--- src/hdl/axi_err_cfg.svh ---
`ifndef AXI_ERR_CFG_SVH
`define AXI_ERR_CFG_SVH

// --------------------------------------------------
// axi channel widths
// --------------------------------------------------
// id width on aw, b, ar and r
`define AXI_ID_W 4
// read data width, also the register port width
`define AXI_DATA_W 32
// axlen field
`define AXI_LEN_W 8

// --------------------------------------------------
// queues and registers
// --------------------------------------------------
// bursts accepted ahead on aw and ar
`define ERR_MAX_TRANS 4
`define CSR_CNT_W 16
`define CSR_ADDR_W 2
// fill word seen on every r beat after reset
`define ERR_FILL_RST 32'hBADCAB1E

`endif

--- src/hdl/axi_err_pkg.sv ---
`default_nettype none

`include "axi_err_cfg.svh"

package axi_err_pkg;

  // --------------------------------------------------
  // axi response codes
  // --------------------------------------------------
  // bresp / rresp encoding
  typedef enum logic [1:0] {
    OKAY   = 2'b00,
    EXOKAY = 2'b01,
    SLVERR = 2'b10,
    DECERR = 2'b11
  } axi_resp_e;

  // --------------------------------------------------
  // register map
  // --------------------------------------------------
  // fill word, write error count, read error count
  typedef enum logic [`CSR_ADDR_W-1:0] {
    CSR_FILL = 2'd0,
    CSR_WCNT = 2'd1,
    CSR_RCNT = 2'd2
  } csr_addr_e;

endpackage

`default_nettype wire

--- src/hdl/err_fifo.sv ---
`timescale 1ns/1ps
`default_nettype none

module err_fifo #(
  parameter int unsigned DATA_W = 8,
  parameter int unsigned DEPTH  = 4
) (
  input  wire logic              clk_i,
  input  wire logic              rst_ni,
  input  wire logic              push_i,
  input  wire logic [DATA_W-1:0] data_i,
  input  wire logic              pop_i,
  output logic      [DATA_W-1:0] data_o,
  output logic                   full_o,
  output logic                   empty_o
);
  // pointer and occupancy widths
  localparam int unsigned PTR_W = (DEPTH > 1) ? $clog2(DEPTH) : 1;
  localparam int unsigned CNT_W = $clog2(DEPTH + 1);

  logic [DATA_W-1:0] mem_q [DEPTH];
  logic [PTR_W-1:0]  wr_ptr_q;
  logic [PTR_W-1:0]  rd_ptr_q;
  logic [CNT_W-1:0]  cnt_q;
  logic              push_ok;
  logic              pop_ok;

  assign full_o  = (cnt_q == CNT_W'(DEPTH));
  assign empty_o = (cnt_q == '0);
  // oldest entry
  assign data_o  = mem_q[rd_ptr_q];

  // overflow and underflow requests dropped here
  assign push_ok = push_i && !full_o;
  assign pop_ok  = pop_i && !empty_o;

  // storage, payload only
  always_ff @(posedge clk_i) begin
    if (push_ok) begin
      mem_q[wr_ptr_q] <= data_i;
    end
  end

  // pointers wrap at depth-1
  always_ff @(posedge clk_i or negedge rst_ni) begin
    if (!rst_ni) begin
      wr_ptr_q <= '0;
      rd_ptr_q <= '0;
      cnt_q    <= '0;
    end else begin
      if (push_ok) begin
        wr_ptr_q <= (wr_ptr_q == PTR_W'(DEPTH - 1)) ? '0 : wr_ptr_q + 1'b1;
      end
      if (pop_ok) begin
        rd_ptr_q <= (rd_ptr_q == PTR_W'(DEPTH - 1)) ? '0 : rd_ptr_q + 1'b1;
      end
      // simultaneous push and pop keep the count
      if (push_ok && !pop_ok) begin
        cnt_q <= cnt_q + 1'b1;
      end else if (pop_ok && !push_ok) begin
        cnt_q <= cnt_q - 1'b1;
      end
    end
  end

endmodule

`default_nettype wire

--- src/hdl/err_write_path.sv ---
`timescale 1ns/1ps
`default_nettype none

`include "axi_err_cfg.svh"

module err_write_path (
  input  wire logic                     clk_i,
  input  wire logic                     rst_ni,
  // aw channel
  input  wire logic                     aw_valid_i,
  output logic                          aw_ready_o,
  input  wire logic [`AXI_ID_W-1:0]     aw_id_i,
  // burst length not needed, w_last marks the end
  input  wire logic [`AXI_LEN_W-1:0]    aw_len_i,
  // w channel, data dropped
  input  wire logic                     w_valid_i,
  output logic                          w_ready_o,
  input  wire logic [`AXI_DATA_W-1:0]   w_data_i,
  input  wire logic                     w_last_i,
  // b channel
  output logic                          b_valid_o,
  input  wire logic                     b_ready_i,
  output logic      [`AXI_ID_W-1:0]     b_id_o,
  output axi_err_pkg::axi_resp_e        b_resp_o,
  // one pulse per b handshake
  output logic                          b_done_o
);
  // aw id queue
  logic                 aw_push;
  logic                 aw_pop;
  logic                 aw_full;
  logic                 aw_empty;
  logic [`AXI_ID_W-1:0] aw_head_id;
  // b id queue
  logic                 b_push;
  logic                 b_pop;
  logic                 b_full;
  logic                 b_empty;
  logic                 w_last_hs;

  // --------------------------------------------------
  // aw channel
  // --------------------------------------------------
  assign aw_ready_o = !aw_full;
  assign aw_push    = aw_valid_i && !aw_full;

  err_fifo #(
    .DATA_W ( `AXI_ID_W      ),
    .DEPTH  ( `ERR_MAX_TRANS )
  ) u_aw_fifo (
    .clk_i   ( clk_i      ),
    .rst_ni  ( rst_ni     ),
    .push_i  ( aw_push    ),
    .data_i  ( aw_id_i    ),
    .pop_i   ( aw_pop     ),
    .data_o  ( aw_head_id ),
    .full_o  ( aw_full    ),
    .empty_o ( aw_empty   )
  );

  // --------------------------------------------------
  // w channel sink
  // --------------------------------------------------
  // eat beats while an id waits and b has room
  assign w_ready_o = !aw_empty && !b_full;
  // last beat moves the id over to the b queue
  assign w_last_hs = w_valid_i && w_ready_o && w_last_i;
  assign aw_pop    = w_last_hs;
  assign b_push    = w_last_hs;

  // two entries so w keeps flowing when b stalls
  err_fifo #(
    .DATA_W ( `AXI_ID_W ),
    .DEPTH  ( 2         )
  ) u_b_fifo (
    .clk_i   ( clk_i      ),
    .rst_ni  ( rst_ni     ),
    .push_i  ( b_push     ),
    .data_i  ( aw_head_id ),
    .pop_i   ( b_pop      ),
    .data_o  ( b_id_o     ),
    .full_o  ( b_full     ),
    .empty_o ( b_empty    )
  );

  // --------------------------------------------------
  // b channel
  // --------------------------------------------------
  // head of the b queue, held until taken
  assign b_valid_o = !b_empty;
  assign b_resp_o  = axi_err_pkg::DECERR;
  assign b_pop     = b_valid_o && b_ready_i;
  assign b_done_o  = b_pop;

endmodule

`default_nettype wire

--- src/hdl/err_read_path.sv ---
`timescale 1ns/1ps
`default_nettype none

`include "axi_err_cfg.svh"

module err_read_path (
  input  wire logic                     clk_i,
  input  wire logic                     rst_ni,
  // ar channel
  input  wire logic                     ar_valid_i,
  output logic                          ar_ready_o,
  input  wire logic [`AXI_ID_W-1:0]     ar_id_i,
  input  wire logic [`AXI_LEN_W-1:0]    ar_len_i,
  // r channel
  output logic                          r_valid_o,
  input  wire logic                     r_ready_i,
  output logic      [`AXI_ID_W-1:0]     r_id_o,
  output logic      [`AXI_DATA_W-1:0]   r_data_o,
  output axi_err_pkg::axi_resp_e        r_resp_o,
  output logic                          r_last_o,
  // fill word from the register block
  input  wire logic [`AXI_DATA_W-1:0]   fill_i,
  // pulse on the last beat handshake
  output logic                          r_done_o
);
  localparam int unsigned AR_W = `AXI_ID_W + `AXI_LEN_W;

  // ar queue, id above len
  logic                  ar_push;
  logic                  ar_pop;
  logic                  ar_full;
  logic                  ar_empty;
  logic [AR_W-1:0]       ar_head;
  logic [`AXI_ID_W-1:0]  head_id;
  logic [`AXI_LEN_W-1:0] head_len;
  // burst state
  logic                  busy_q;
  logic [`AXI_LEN_W-1:0] beat_q;
  logic                  r_hs;
  logic                  last_beat;

  // --------------------------------------------------
  // ar channel
  // --------------------------------------------------
  assign ar_ready_o = !ar_full;
  assign ar_push    = ar_valid_i && !ar_full;

  err_fifo #(
    .DATA_W ( AR_W           ),
    .DEPTH  ( `ERR_MAX_TRANS )
  ) u_ar_fifo (
    .clk_i   ( clk_i                ),
    .rst_ni  ( rst_ni               ),
    .push_i  ( ar_push              ),
    .data_i  ( {ar_id_i, ar_len_i}  ),
    .pop_i   ( ar_pop               ),
    .data_o  ( ar_head              ),
    .full_o  ( ar_full              ),
    .empty_o ( ar_empty             )
  );

  assign head_id  = ar_head[AR_W-1:`AXI_LEN_W];
  assign head_len = ar_head[`AXI_LEN_W-1:0];

  // --------------------------------------------------
  // r beat generation
  // --------------------------------------------------
  // counter at zero means final beat
  assign last_beat = (beat_q == '0);
  assign r_hs      = busy_q && r_ready_i;

  assign r_valid_o = busy_q;
  assign r_id_o    = head_id;
  assign r_data_o  = fill_i;
  assign r_resp_o  = axi_err_pkg::DECERR;
  assign r_last_o  = busy_q && last_beat;

  // burst retires with its last beat
  assign ar_pop   = r_hs && last_beat;
  assign r_done_o = ar_pop;

  // idle -> load len, busy -> count down per accepted beat
  always_ff @(posedge clk_i or negedge rst_ni) begin
    if (!rst_ni) begin
      busy_q <= 1'b0;
      beat_q <= '0;
    end else if (!busy_q) begin
      if (!ar_empty) begin
        busy_q <= 1'b1;
        beat_q <= head_len;
      end
    end else if (r_hs) begin
      if (last_beat) begin
        // one idle cycle before the next burst
        busy_q <= 1'b0;
      end else begin
        beat_q <= beat_q - 1'b1;
      end
    end
  end

endmodule

`default_nettype wire

--- src/hdl/err_csr.sv ---
`timescale 1ns/1ps
`default_nettype none

`include "axi_err_cfg.svh"

module err_csr (
  input  wire logic                     clk_i,
  input  wire logic                     rst_ni,
  // register port
  input  wire logic [`CSR_ADDR_W-1:0]   reg_addr_i,
  input  wire logic [`AXI_DATA_W-1:0]   reg_wdata_i,
  input  wire logic                     reg_we_i,
  output logic      [`AXI_DATA_W-1:0]   reg_rdata_o,
  // completion pulses from the channel paths
  input  wire logic                     b_done_i,
  input  wire logic                     r_done_i,
  // fill word to the read path
  output logic      [`AXI_DATA_W-1:0]   fill_o
);
  localparam int unsigned PAD_W = `AXI_DATA_W - `CSR_CNT_W;

  axi_err_pkg::csr_addr_e addr;
  logic [`AXI_DATA_W-1:0] fill_q;
  logic [`CSR_CNT_W-1:0]  wcnt_q;
  logic [`CSR_CNT_W-1:0]  rcnt_q;
  logic                   we_fill;
  logic                   clr_wcnt;
  logic                   clr_rcnt;

  // --------------------------------------------------
  // write decode
  // --------------------------------------------------
  assign addr     = axi_err_pkg::csr_addr_e'(reg_addr_i);
  assign we_fill  = reg_we_i && (addr == axi_err_pkg::CSR_FILL);
  // any value written clears the counter
  assign clr_wcnt = reg_we_i && (addr == axi_err_pkg::CSR_WCNT);
  assign clr_rcnt = reg_we_i && (addr == axi_err_pkg::CSR_RCNT);

  always_ff @(posedge clk_i or negedge rst_ni) begin
    if (!rst_ni) begin
      fill_q <= `ERR_FILL_RST;
      wcnt_q <= '0;
      rcnt_q <= '0;
    end else begin
      if (we_fill) begin
        fill_q <= reg_wdata_i;
      end
      // clear beats a same-cycle done pulse
      if (clr_wcnt) begin
        wcnt_q <= '0;
      end else if (b_done_i && (wcnt_q != '1)) begin
        wcnt_q <= wcnt_q + 1'b1;
      end
      // saturate at all ones
      if (clr_rcnt) begin
        rcnt_q <= '0;
      end else if (r_done_i && (rcnt_q != '1)) begin
        rcnt_q <= rcnt_q + 1'b1;
      end
    end
  end

  assign fill_o = fill_q;

  // --------------------------------------------------
  // read mux
  // --------------------------------------------------
  always_comb begin
    case (addr)
      axi_err_pkg::CSR_FILL: reg_rdata_o = fill_q;
      axi_err_pkg::CSR_WCNT: reg_rdata_o = {{PAD_W{1'b0}}, wcnt_q};
      axi_err_pkg::CSR_RCNT: reg_rdata_o = {{PAD_W{1'b0}}, rcnt_q};
      // unused address
      default:               reg_rdata_o = '0;
    endcase
  end

endmodule

`default_nettype wire

--- src/hdl/axi_decerr_sub.sv ---
`timescale 1ns/1ps
`default_nettype none

`include "axi_err_cfg.svh"

module axi_decerr_sub (
  input  wire logic                     clk_i,
  input  wire logic                     rst_ni,
  // aw
  input  wire logic                     aw_valid_i,
  output logic                          aw_ready_o,
  input  wire logic [`AXI_ID_W-1:0]     aw_id_i,
  input  wire logic [`AXI_LEN_W-1:0]    aw_len_i,
  // w
  input  wire logic                     w_valid_i,
  output logic                          w_ready_o,
  input  wire logic [`AXI_DATA_W-1:0]   w_data_i,
  input  wire logic                     w_last_i,
  // b
  output logic                          b_valid_o,
  input  wire logic                     b_ready_i,
  output logic      [`AXI_ID_W-1:0]     b_id_o,
  output axi_err_pkg::axi_resp_e        b_resp_o,
  // ar
  input  wire logic                     ar_valid_i,
  output logic                          ar_ready_o,
  input  wire logic [`AXI_ID_W-1:0]     ar_id_i,
  input  wire logic [`AXI_LEN_W-1:0]    ar_len_i,
  // r
  output logic                          r_valid_o,
  input  wire logic                     r_ready_i,
  output logic      [`AXI_ID_W-1:0]     r_id_o,
  output logic      [`AXI_DATA_W-1:0]   r_data_o,
  output axi_err_pkg::axi_resp_e        r_resp_o,
  output logic                          r_last_o,
  // register port
  input  wire logic [`CSR_ADDR_W-1:0]   reg_addr_i,
  input  wire logic [`AXI_DATA_W-1:0]   reg_wdata_i,
  input  wire logic                     reg_we_i,
  output logic      [`AXI_DATA_W-1:0]   reg_rdata_o
);
  // completions into the counters, fill word out
  logic                   b_done;
  logic                   r_done;
  logic [`AXI_DATA_W-1:0] fill;

  // --------------------------------------------------
  // write side
  // --------------------------------------------------
  err_write_path u_write_path (
    .clk_i      ( clk_i      ), .rst_ni    ( rst_ni    ),
    .aw_valid_i ( aw_valid_i ), .aw_ready_o ( aw_ready_o ),
    .aw_id_i    ( aw_id_i    ), .aw_len_i  ( aw_len_i  ),
    .w_valid_i  ( w_valid_i  ), .w_ready_o ( w_ready_o ),
    .w_data_i   ( w_data_i   ), .w_last_i  ( w_last_i  ),
    .b_valid_o  ( b_valid_o  ), .b_ready_i ( b_ready_i ),
    .b_id_o     ( b_id_o     ), .b_resp_o  ( b_resp_o  ),
    .b_done_o   ( b_done     )
  );

  // --------------------------------------------------
  // read side
  // --------------------------------------------------
  err_read_path u_read_path (
    .clk_i      ( clk_i      ), .rst_ni     ( rst_ni     ),
    .ar_valid_i ( ar_valid_i ), .ar_ready_o ( ar_ready_o ),
    .ar_id_i    ( ar_id_i    ), .ar_len_i   ( ar_len_i   ),
    .r_valid_o  ( r_valid_o  ), .r_ready_i  ( r_ready_i  ),
    .r_id_o     ( r_id_o     ), .r_data_o   ( r_data_o   ),
    .r_resp_o   ( r_resp_o   ), .r_last_o   ( r_last_o   ),
    .fill_i     ( fill       ), .r_done_o   ( r_done     )
  );

  // fill word and error counters
  err_csr u_csr (
    .clk_i       ( clk_i       ),
    .rst_ni      ( rst_ni      ),
    .reg_addr_i  ( reg_addr_i  ),
    .reg_wdata_i ( reg_wdata_i ),
    .reg_we_i    ( reg_we_i    ),
    .reg_rdata_o ( reg_rdata_o ),
    .b_done_i    ( b_done      ),
    .r_done_i    ( r_done      ),
    .fill_o      ( fill        )
  );

endmodule

`default_nettype wire

--- config.mk ---
export PLATFORM = sky130hd
export DESIGN_NAME = axi_decerr_sub
export DESIGN_NICKNAME = d
export VERILOG_FILES = /design/src/hdl/axi_err_pkg.sv /design/src/hdl/err_fifo.sv /design/src/hdl/err_write_path.sv /design/src/hdl/err_read_path.sv /design/src/hdl/err_csr.sv /design/src/hdl/axi_decerr_sub.sv
export VERILOG_INCLUDE_DIRS = /design/src /design/src/hdl
export SDC_FILE = /design/constraint.sdc
export NUM_CORES = 1
export LEC_CHECK = 0
export BUFFER_PORTS_ARGS = -buffer_cell sky130_fd_sc_hd__buf_4
export CELL_PAD_IN_SITES_DETAIL_PLACEMENT = 0
export CELL_PAD_IN_SITES_GLOBAL_PLACEMENT = 1
export CORE_ASPECT_RATIO = 1.4
export CORE_MARGIN = 4
export CORE_UTILIZATION = 46
export CTS_CLUSTER_SIZE = 14
export DETAILED_ROUTE_END_ITERATION = 8
export PLACE_DENSITY = 0.93
export SETUP_SLACK_MARGIN = 0.3
export SLEW_MARGIN = 0
export SYNTH_ARGS = -nofsm -noshare
export SYNTH_HDL_FRONTEND = slang
export SYNTH_SLANG_ARGS = --single-unit
--- constraint.sdc ---
create_clock -name clk_i -period 8.79 [get_ports clk_i]
set_clock_uncertainty 0.1 [all_clocks]
set_input_delay 1.758 -clock clk_i [delete_from_list [all_inputs] [get_ports clk_i]]
set_output_delay 1.758 -clock clk_i [all_outputs]
set_load 0.05 [all_outputs]
After elaboration in Yosys (flattened, before gate mapping). Memory sizes are Yosys's and may differ from the RTL's. Cells that the tools add are included.

Logic and storage cells: 126. Memories: 3. Bits in writable memories: 72. Output and inout port bits: 82. Bits in registers: 91.

$add $sub $neg: 15. Reductions and logical operators: 49. Mux-type cells: 31. Equal/unequal tests: 14.

Memory list: u_read_path.u_ar_fifo.mem_q (depth 4, bits a word 12, read ports 1, clocked after memory_dff 0, write ports 1, RTL line err_fifo.sv:21) `logic [DATA_W-1:0] mem_q [DEPTH];`; u_write_path.u_aw_fifo.mem_q (depth 4, bits a word 4, read ports 1, clocked after memory_dff 0, write ports 1, RTL line err_fifo.sv:21); u_write_path.u_b_fifo.mem_q (depth 2, bits a word 4, read ports 1, clocked after memory_dff 0, write ports 1, RTL line err_fifo.sv:21).

Operators with widths (number): case mux 32 bit (3 select lines) (1); 2-to-1 mux 16 bit (4); adder 16 x 1 -> 16 bit, second input constant (2); 2-to-1 mux 8 bit (4); inequality test 16 bit, second input constant (2); logical AND 1 bit (26); == test 2 bit, second input constant (6); zero test 1 bit (12); 2-to-1 mux 1 bit (12); 2-to-1 mux 2 bit (6); 2-to-1 mux 3 bit (4); adder 2 x 1 -> 2 bit, second input constant (5); nonzero test 2 bit (5); zero test 8 bit (1); subtractor 8 x 1 -> 8 bit, second input constant (1); adder 3 x 1 -> 3 bit, second input constant (2); == test 3 bit, second input constant (2); zero test 3 bit (2); inequality test 2 bit, second input constant (3); subtractor 3 x 1 -> 3 bit, second input constant (2); zero test 2 bit (2); AND reduction 3 bit (1); adder 1 bit, second input constant (2); == test 2 x 1 -> 1 bit, second input constant (1); subtractor 2 x 1 -> 2 bit, second input constant (1).

Logic depth before layout (Yosys ltp).
Depth in word-level cells: 10. Depth in mapped cells: 13. Gate-level depth less buffers: 11.

Modules after synthesis. From an unflattened synthesis, not the netlist that was laid out.

Cells, all modules: 646. Area total of the unflattened synthesis: 8109.0 um^2.

By module, submodules not included: err_csr (times used 1, cells each 347, area each 3473.3 um^2, sequential area each 1625.3 um^2); err_fifo (u_read_path.u_ar_fifo) (times used 1, cells each 100, area each 2175.8 um^2, sequential area each 1616.6 um^2); err_fifo (u_write_path.u_aw_fifo) (times used 1, cells each 58, area each 1046.0 um^2, sequential area each 655.6 um^2); err_read_path (times used 1, cells each 101, area each 877.1 um^2, sequential area each 225.2 um^2); err_fifo (u_write_path.u_b_fifo) (times used 1, cells each 31, area each 481.7 um^2, sequential area each 340.3 um^2); err_write_path (times used 1, cells each 9, area each 55.1 um^2, sequential area each 0.0 um^2).

Worst setup path after synthesis. Ideal clock, no wire load.

Path type: in2out. Start point: input port reg_addr_i[1]. End point: output port reg_rdata_o[0]. Stages: 4. Data arrival time: 3847 ps. Path slack: 3085 ps. Data required time: 6932 ps. Path buffers: 2. Cells stage by stage: clkbuf_1 > buf_1 > mux2i_1 > o21ai_0.

Word-level cells in the longest chain between the ends: 2. Elaborated cells between the ends (all ways): 4. Those cells by class: eq/ne: 2; mux: 1; reduce/logical: 1.

RTL lines: start: declaration (RTL line axi_decerr_sub.sv:37) `` input wire logic [`CSR_ADDR_W-1:0] reg_addr_i, ``; == test 2 bit (tied with other cells) (RTL line err_csr.sv:69) `case (addr)`; case mux 32 bit (3 select lines) (*) (RTL line err_csr.sv:69); end: declaration (RTL line axi_decerr_sub.sv:40) `` output logic [`AXI_DATA_W-1:0] reg_rdata_o ``.

Mark *: on every way between the ends. The rest lies on a longest branch, timed or not.

Worst setup path in the final report.
Start point: input port reg_addr_i[1]. End point: output port reg_rdata_o[7].

The elaborated chain is that of the path after synthesis.

==> metrics <==
status=finished clean; fin nets=832; DP Worst Slack=3.64 ns; full die area=18,600 um2; final setup TNS=0 ns; Max Cap Viol=0; top cells by count, synth=72 x dfrtp_1, 72 x edfxtp_1, 47 x nor2_1; hold path endpoint=u_write_path.u_aw_fifo.cnt_q[2]$_DFFE_PN0P_; Hold Slack=0.400 ns; final worst slack=3.64 ns; # setup viols final=0; Setup crit start=reg_addr_i[1]; pwr/cell area=272 nW/um2; Fillers=1,285; Worst Path Arrival=3.29 ns; Reg-to-Reg Start=u_read_path.beat_q[4]$_DFFE_PN0P_; Clock Latency Late Sink=0.43 ns; CP max FO=19; ratio of cells with drive above 1 in the final layout=31.6%; clock root buffer=clkbuf_16; RSZ-0062 raised after global routing=no; Crit. End Element=output pin; Hold Crit Class=flip-flop to flip-flop; Wirelength per Cell=17.4 um; Synthesis Warnings=0; antenna viol nets, final=0; Die Width=116 um; critical path class=input pin to output pin; share of the synthesized area in the top cell type=28.6%; most frequent CP cell=buf_4; number of diodes=0; EDFF count, synth=72; vias in the first global route=5,183; Core ar.=16,200 um2; total track usage=17.5%; CTS hold repair buffers=0; Mapped Avg Cell Area=13.0 um2; RePlAce Congestion=0.818; worst path required time=6.93 ns; drt via density=5.36; Port Buf Inserts=136; ys flop type=edfxtp_1; Final Cycle Share=58.6%; Boundary Pins=181; DRT Wirelength=16,100 um; R2R depth=7; final worst path period need=5.15 ns; GRT Residual Overflow=0; post-synth top area cell=edfxtp_1; Slowest cell on crit path=nor2b_1; VDD IR max=0.000165 V; starting density of the core=46.8%; DR vias=4,961; initial antenna violation count=0; worst-path cell chain=buf_4 > nor2b_1 > nand2_1 > o21ai_0 > buf_4; Pwr Total=2530 uW; DPL Wire Length=11,900 um; most area-consuming cells after synthesis=edfxtp_1 29%, dfrtp_1 24%, dfstp_2 6.6%; met1 usage=19.3%; Post-Syn Instances=584; Final Hold Violating Endpoints=0; GR Layer Usage met3=4.78%; first-pass GRT wire length=25,600 um; post-CTS setup repair buffer count=0; Max Clk Rate=194 MHz; element type at the critical path start=input pin; CTS H-tree depth=4; CTS Buf Count=17; Sink Count=163; CTS tree=yes; reg2reg setup slack=5.52 ns; clk slew on worst S/H paths=0.06 ns; mapped cell area=7570 um2; Area Overhead vs Synth=23.2%; Yosys reg bits=163; CTS resizes=0; DRT Pass-1 Iters=5; largest net degree at the start of global routing=66; ys async rst share=55.8%; most used routing layer=met2; initial drt markers=178; Worst slew margin=25.0%; Worst path max stage delay=0.77 ns; Yosys cell types=52; Final Slew Violations=0; reg2reg end=u_read_path.u_ar_fifo.cnt_q[1]$_DFFE_PN0P_; DRC=0; Die H=160 um; sequential element share of the synthesized area=59.0%; Static Leak=0.00382 uW; row count=55; worst hold start=u_write_path.u_aw_fifo.cnt_q[2]$_DFFE_PN0P_; Least-Margin Pin Slew=1.11 ns; hold-critical path depth=1; CTS Buffer Depth=2; M2 GR Usage=31.8%
## area by class of cell
type / instances / area (um2) / share of cell area [%]
inverters: 15 / 56.3 / 0.604
flip-flops and latches: 163 / 4460 / 47.9
well taps: 199 / 249 / 2.67
repair buffers: 139 / 1040 / 11.2
multi-input cells: 378 / 2920 / 31.3
clock inverters: 15 / 165 / 1.77
clock buffers: 17 / 425 / 4.56
## power by group
| part | switching, uW | total, uW | internal, uW |
|---|---|---|---|
| Clock | 334 | 739 | 405 |
| Sequential | 109 | 1080 | 971 |
| Combinational | 447 | 713 | 266 |
## critical path, delay by kind of cell
kind	cells	cell delay (ns)
and+or+nand+nor	2	0.96
AOI/OAI and AO/OA	1	0.13
buffers and inverters	2	0.43
## per-layer routing
layer	vias up	part of all wire, %
li1	2354	-
met5	-	0
met4	0	1.8
met1	2401	38
met2	179	53
met3	27	7.4
## per-stage QoR
stage | cells | cell area [um2] | utilization (%)
final | 926 | 9320 | 57.6
after global routing | 926 | 9320 | 57.6
after CTS | 926 | 9320 | 57.6
after detailed placement | 894 | 8730 | 54.0
after global placement | 894 | 8730 | 54.0
after floorplan | 587 | 7580 | -
## flip-flops by register name, indices dropped and copies added (netlist names), 2 cells and up
signal	count
u_csr.fill_o	32
u_csr.rcnt_q	16
u_csr.wcnt_q	16
u_read_path.beat_q	8
u_read_path.u_ar_fifo.cnt_q	3
u_read_path.u_ar_fifo.mem_q	48
u_read_path.u_ar_fifo.rd_ptr_q	2
u_read_path.u_ar_fifo.wr_ptr_q	2
u_write_path.u_aw_fifo.cnt_q	3
u_write_path.u_aw_fifo.mem_q	16
u_write_path.u_aw_fifo.rd_ptr_q	2
u_write_path.u_aw_fifo.wr_ptr_q	2
u_write_path.u_b_fifo.cnt_q	2
u_write_path.u_b_fifo.mem_q	8
## cell families after synthesis
kind of cell	count (synthesis)	synth area share, %
flops	163	59.0
compound gates	46	3.69
xor+xnor	36	4.17
other cells	1	0.0496
buf+inv	46	2.60
simple gates	196	13.5
fa+ha+maj	19	3.34
mux	77	13.6
## cells in the final DEF, fill, tap and decap left out, types with 3 or more instances in the layout
| cell | synthesis | routed |
|---|---|---|
| clkinv_4 | 0 | 3 |
| or2_2 | 3 | 3 |
| nor4b_1 | 4 | 4 |
| ha_1 | 17 | 17 |
| and3_1 | 10 | 10 |
| buf_4 | 4 | 139 |
| and2_1 | 24 | 24 |
| nor2_1 | 47 | 47 |
| inv_1 | 14 | 14 |
| nand3_1 | 13 | 13 |
| or2_1 | 3 | 3 |
| nand2_1 | 38 | 38 |
| mux2_2 | 17 | 17 |
| or3_1 | 6 | 6 |
| mux4_2 | 16 | 16 |
| edfxtp_1 | 72 | 72 |
| dfrtp_1 | 72 | 72 |
| a221o_1 | 3 | 3 |
| inv_8 | 0 | 6 |
| nand4_1 | 6 | 6 |
| mux2_1 | 24 | 24 |
| clkbuf_16 | 0 | 17 |
| or4_1 | 4 | 4 |
| o21ai_0 | 28 | 28 |
| a21oi_1 | 4 | 4 |
| xor2_1 | 6 | 6 |
| conb_1 | 1 | 4 |
| nor4_1 | 9 | 9 |
| inv_6 | 0 | 3 |
| nor2b_1 | 3 | 3 |
| dfstp_2 | 19 | 19 |
| xnor2_1 | 30 | 30 |
| mux2i_1 | 18 | 18 |
| nor3_1 | 17 | 17 |
## how the worst max path moves through the flow
stage	to	slack, ns	cells after the start
after global placement	reg_rdata_o[2]	3.67	5
final	reg_rdata_o[7]	3.64	5
after CTS	reg_rdata_o[7]	3.64	5
after detailed placement	reg_rdata_o[2]	3.64	5
after floorplan	reg_rdata_o[0]	3.09	4
after global routing	reg_rdata_o[7]	3.47	5
Power figures use the tool's default switching activity.
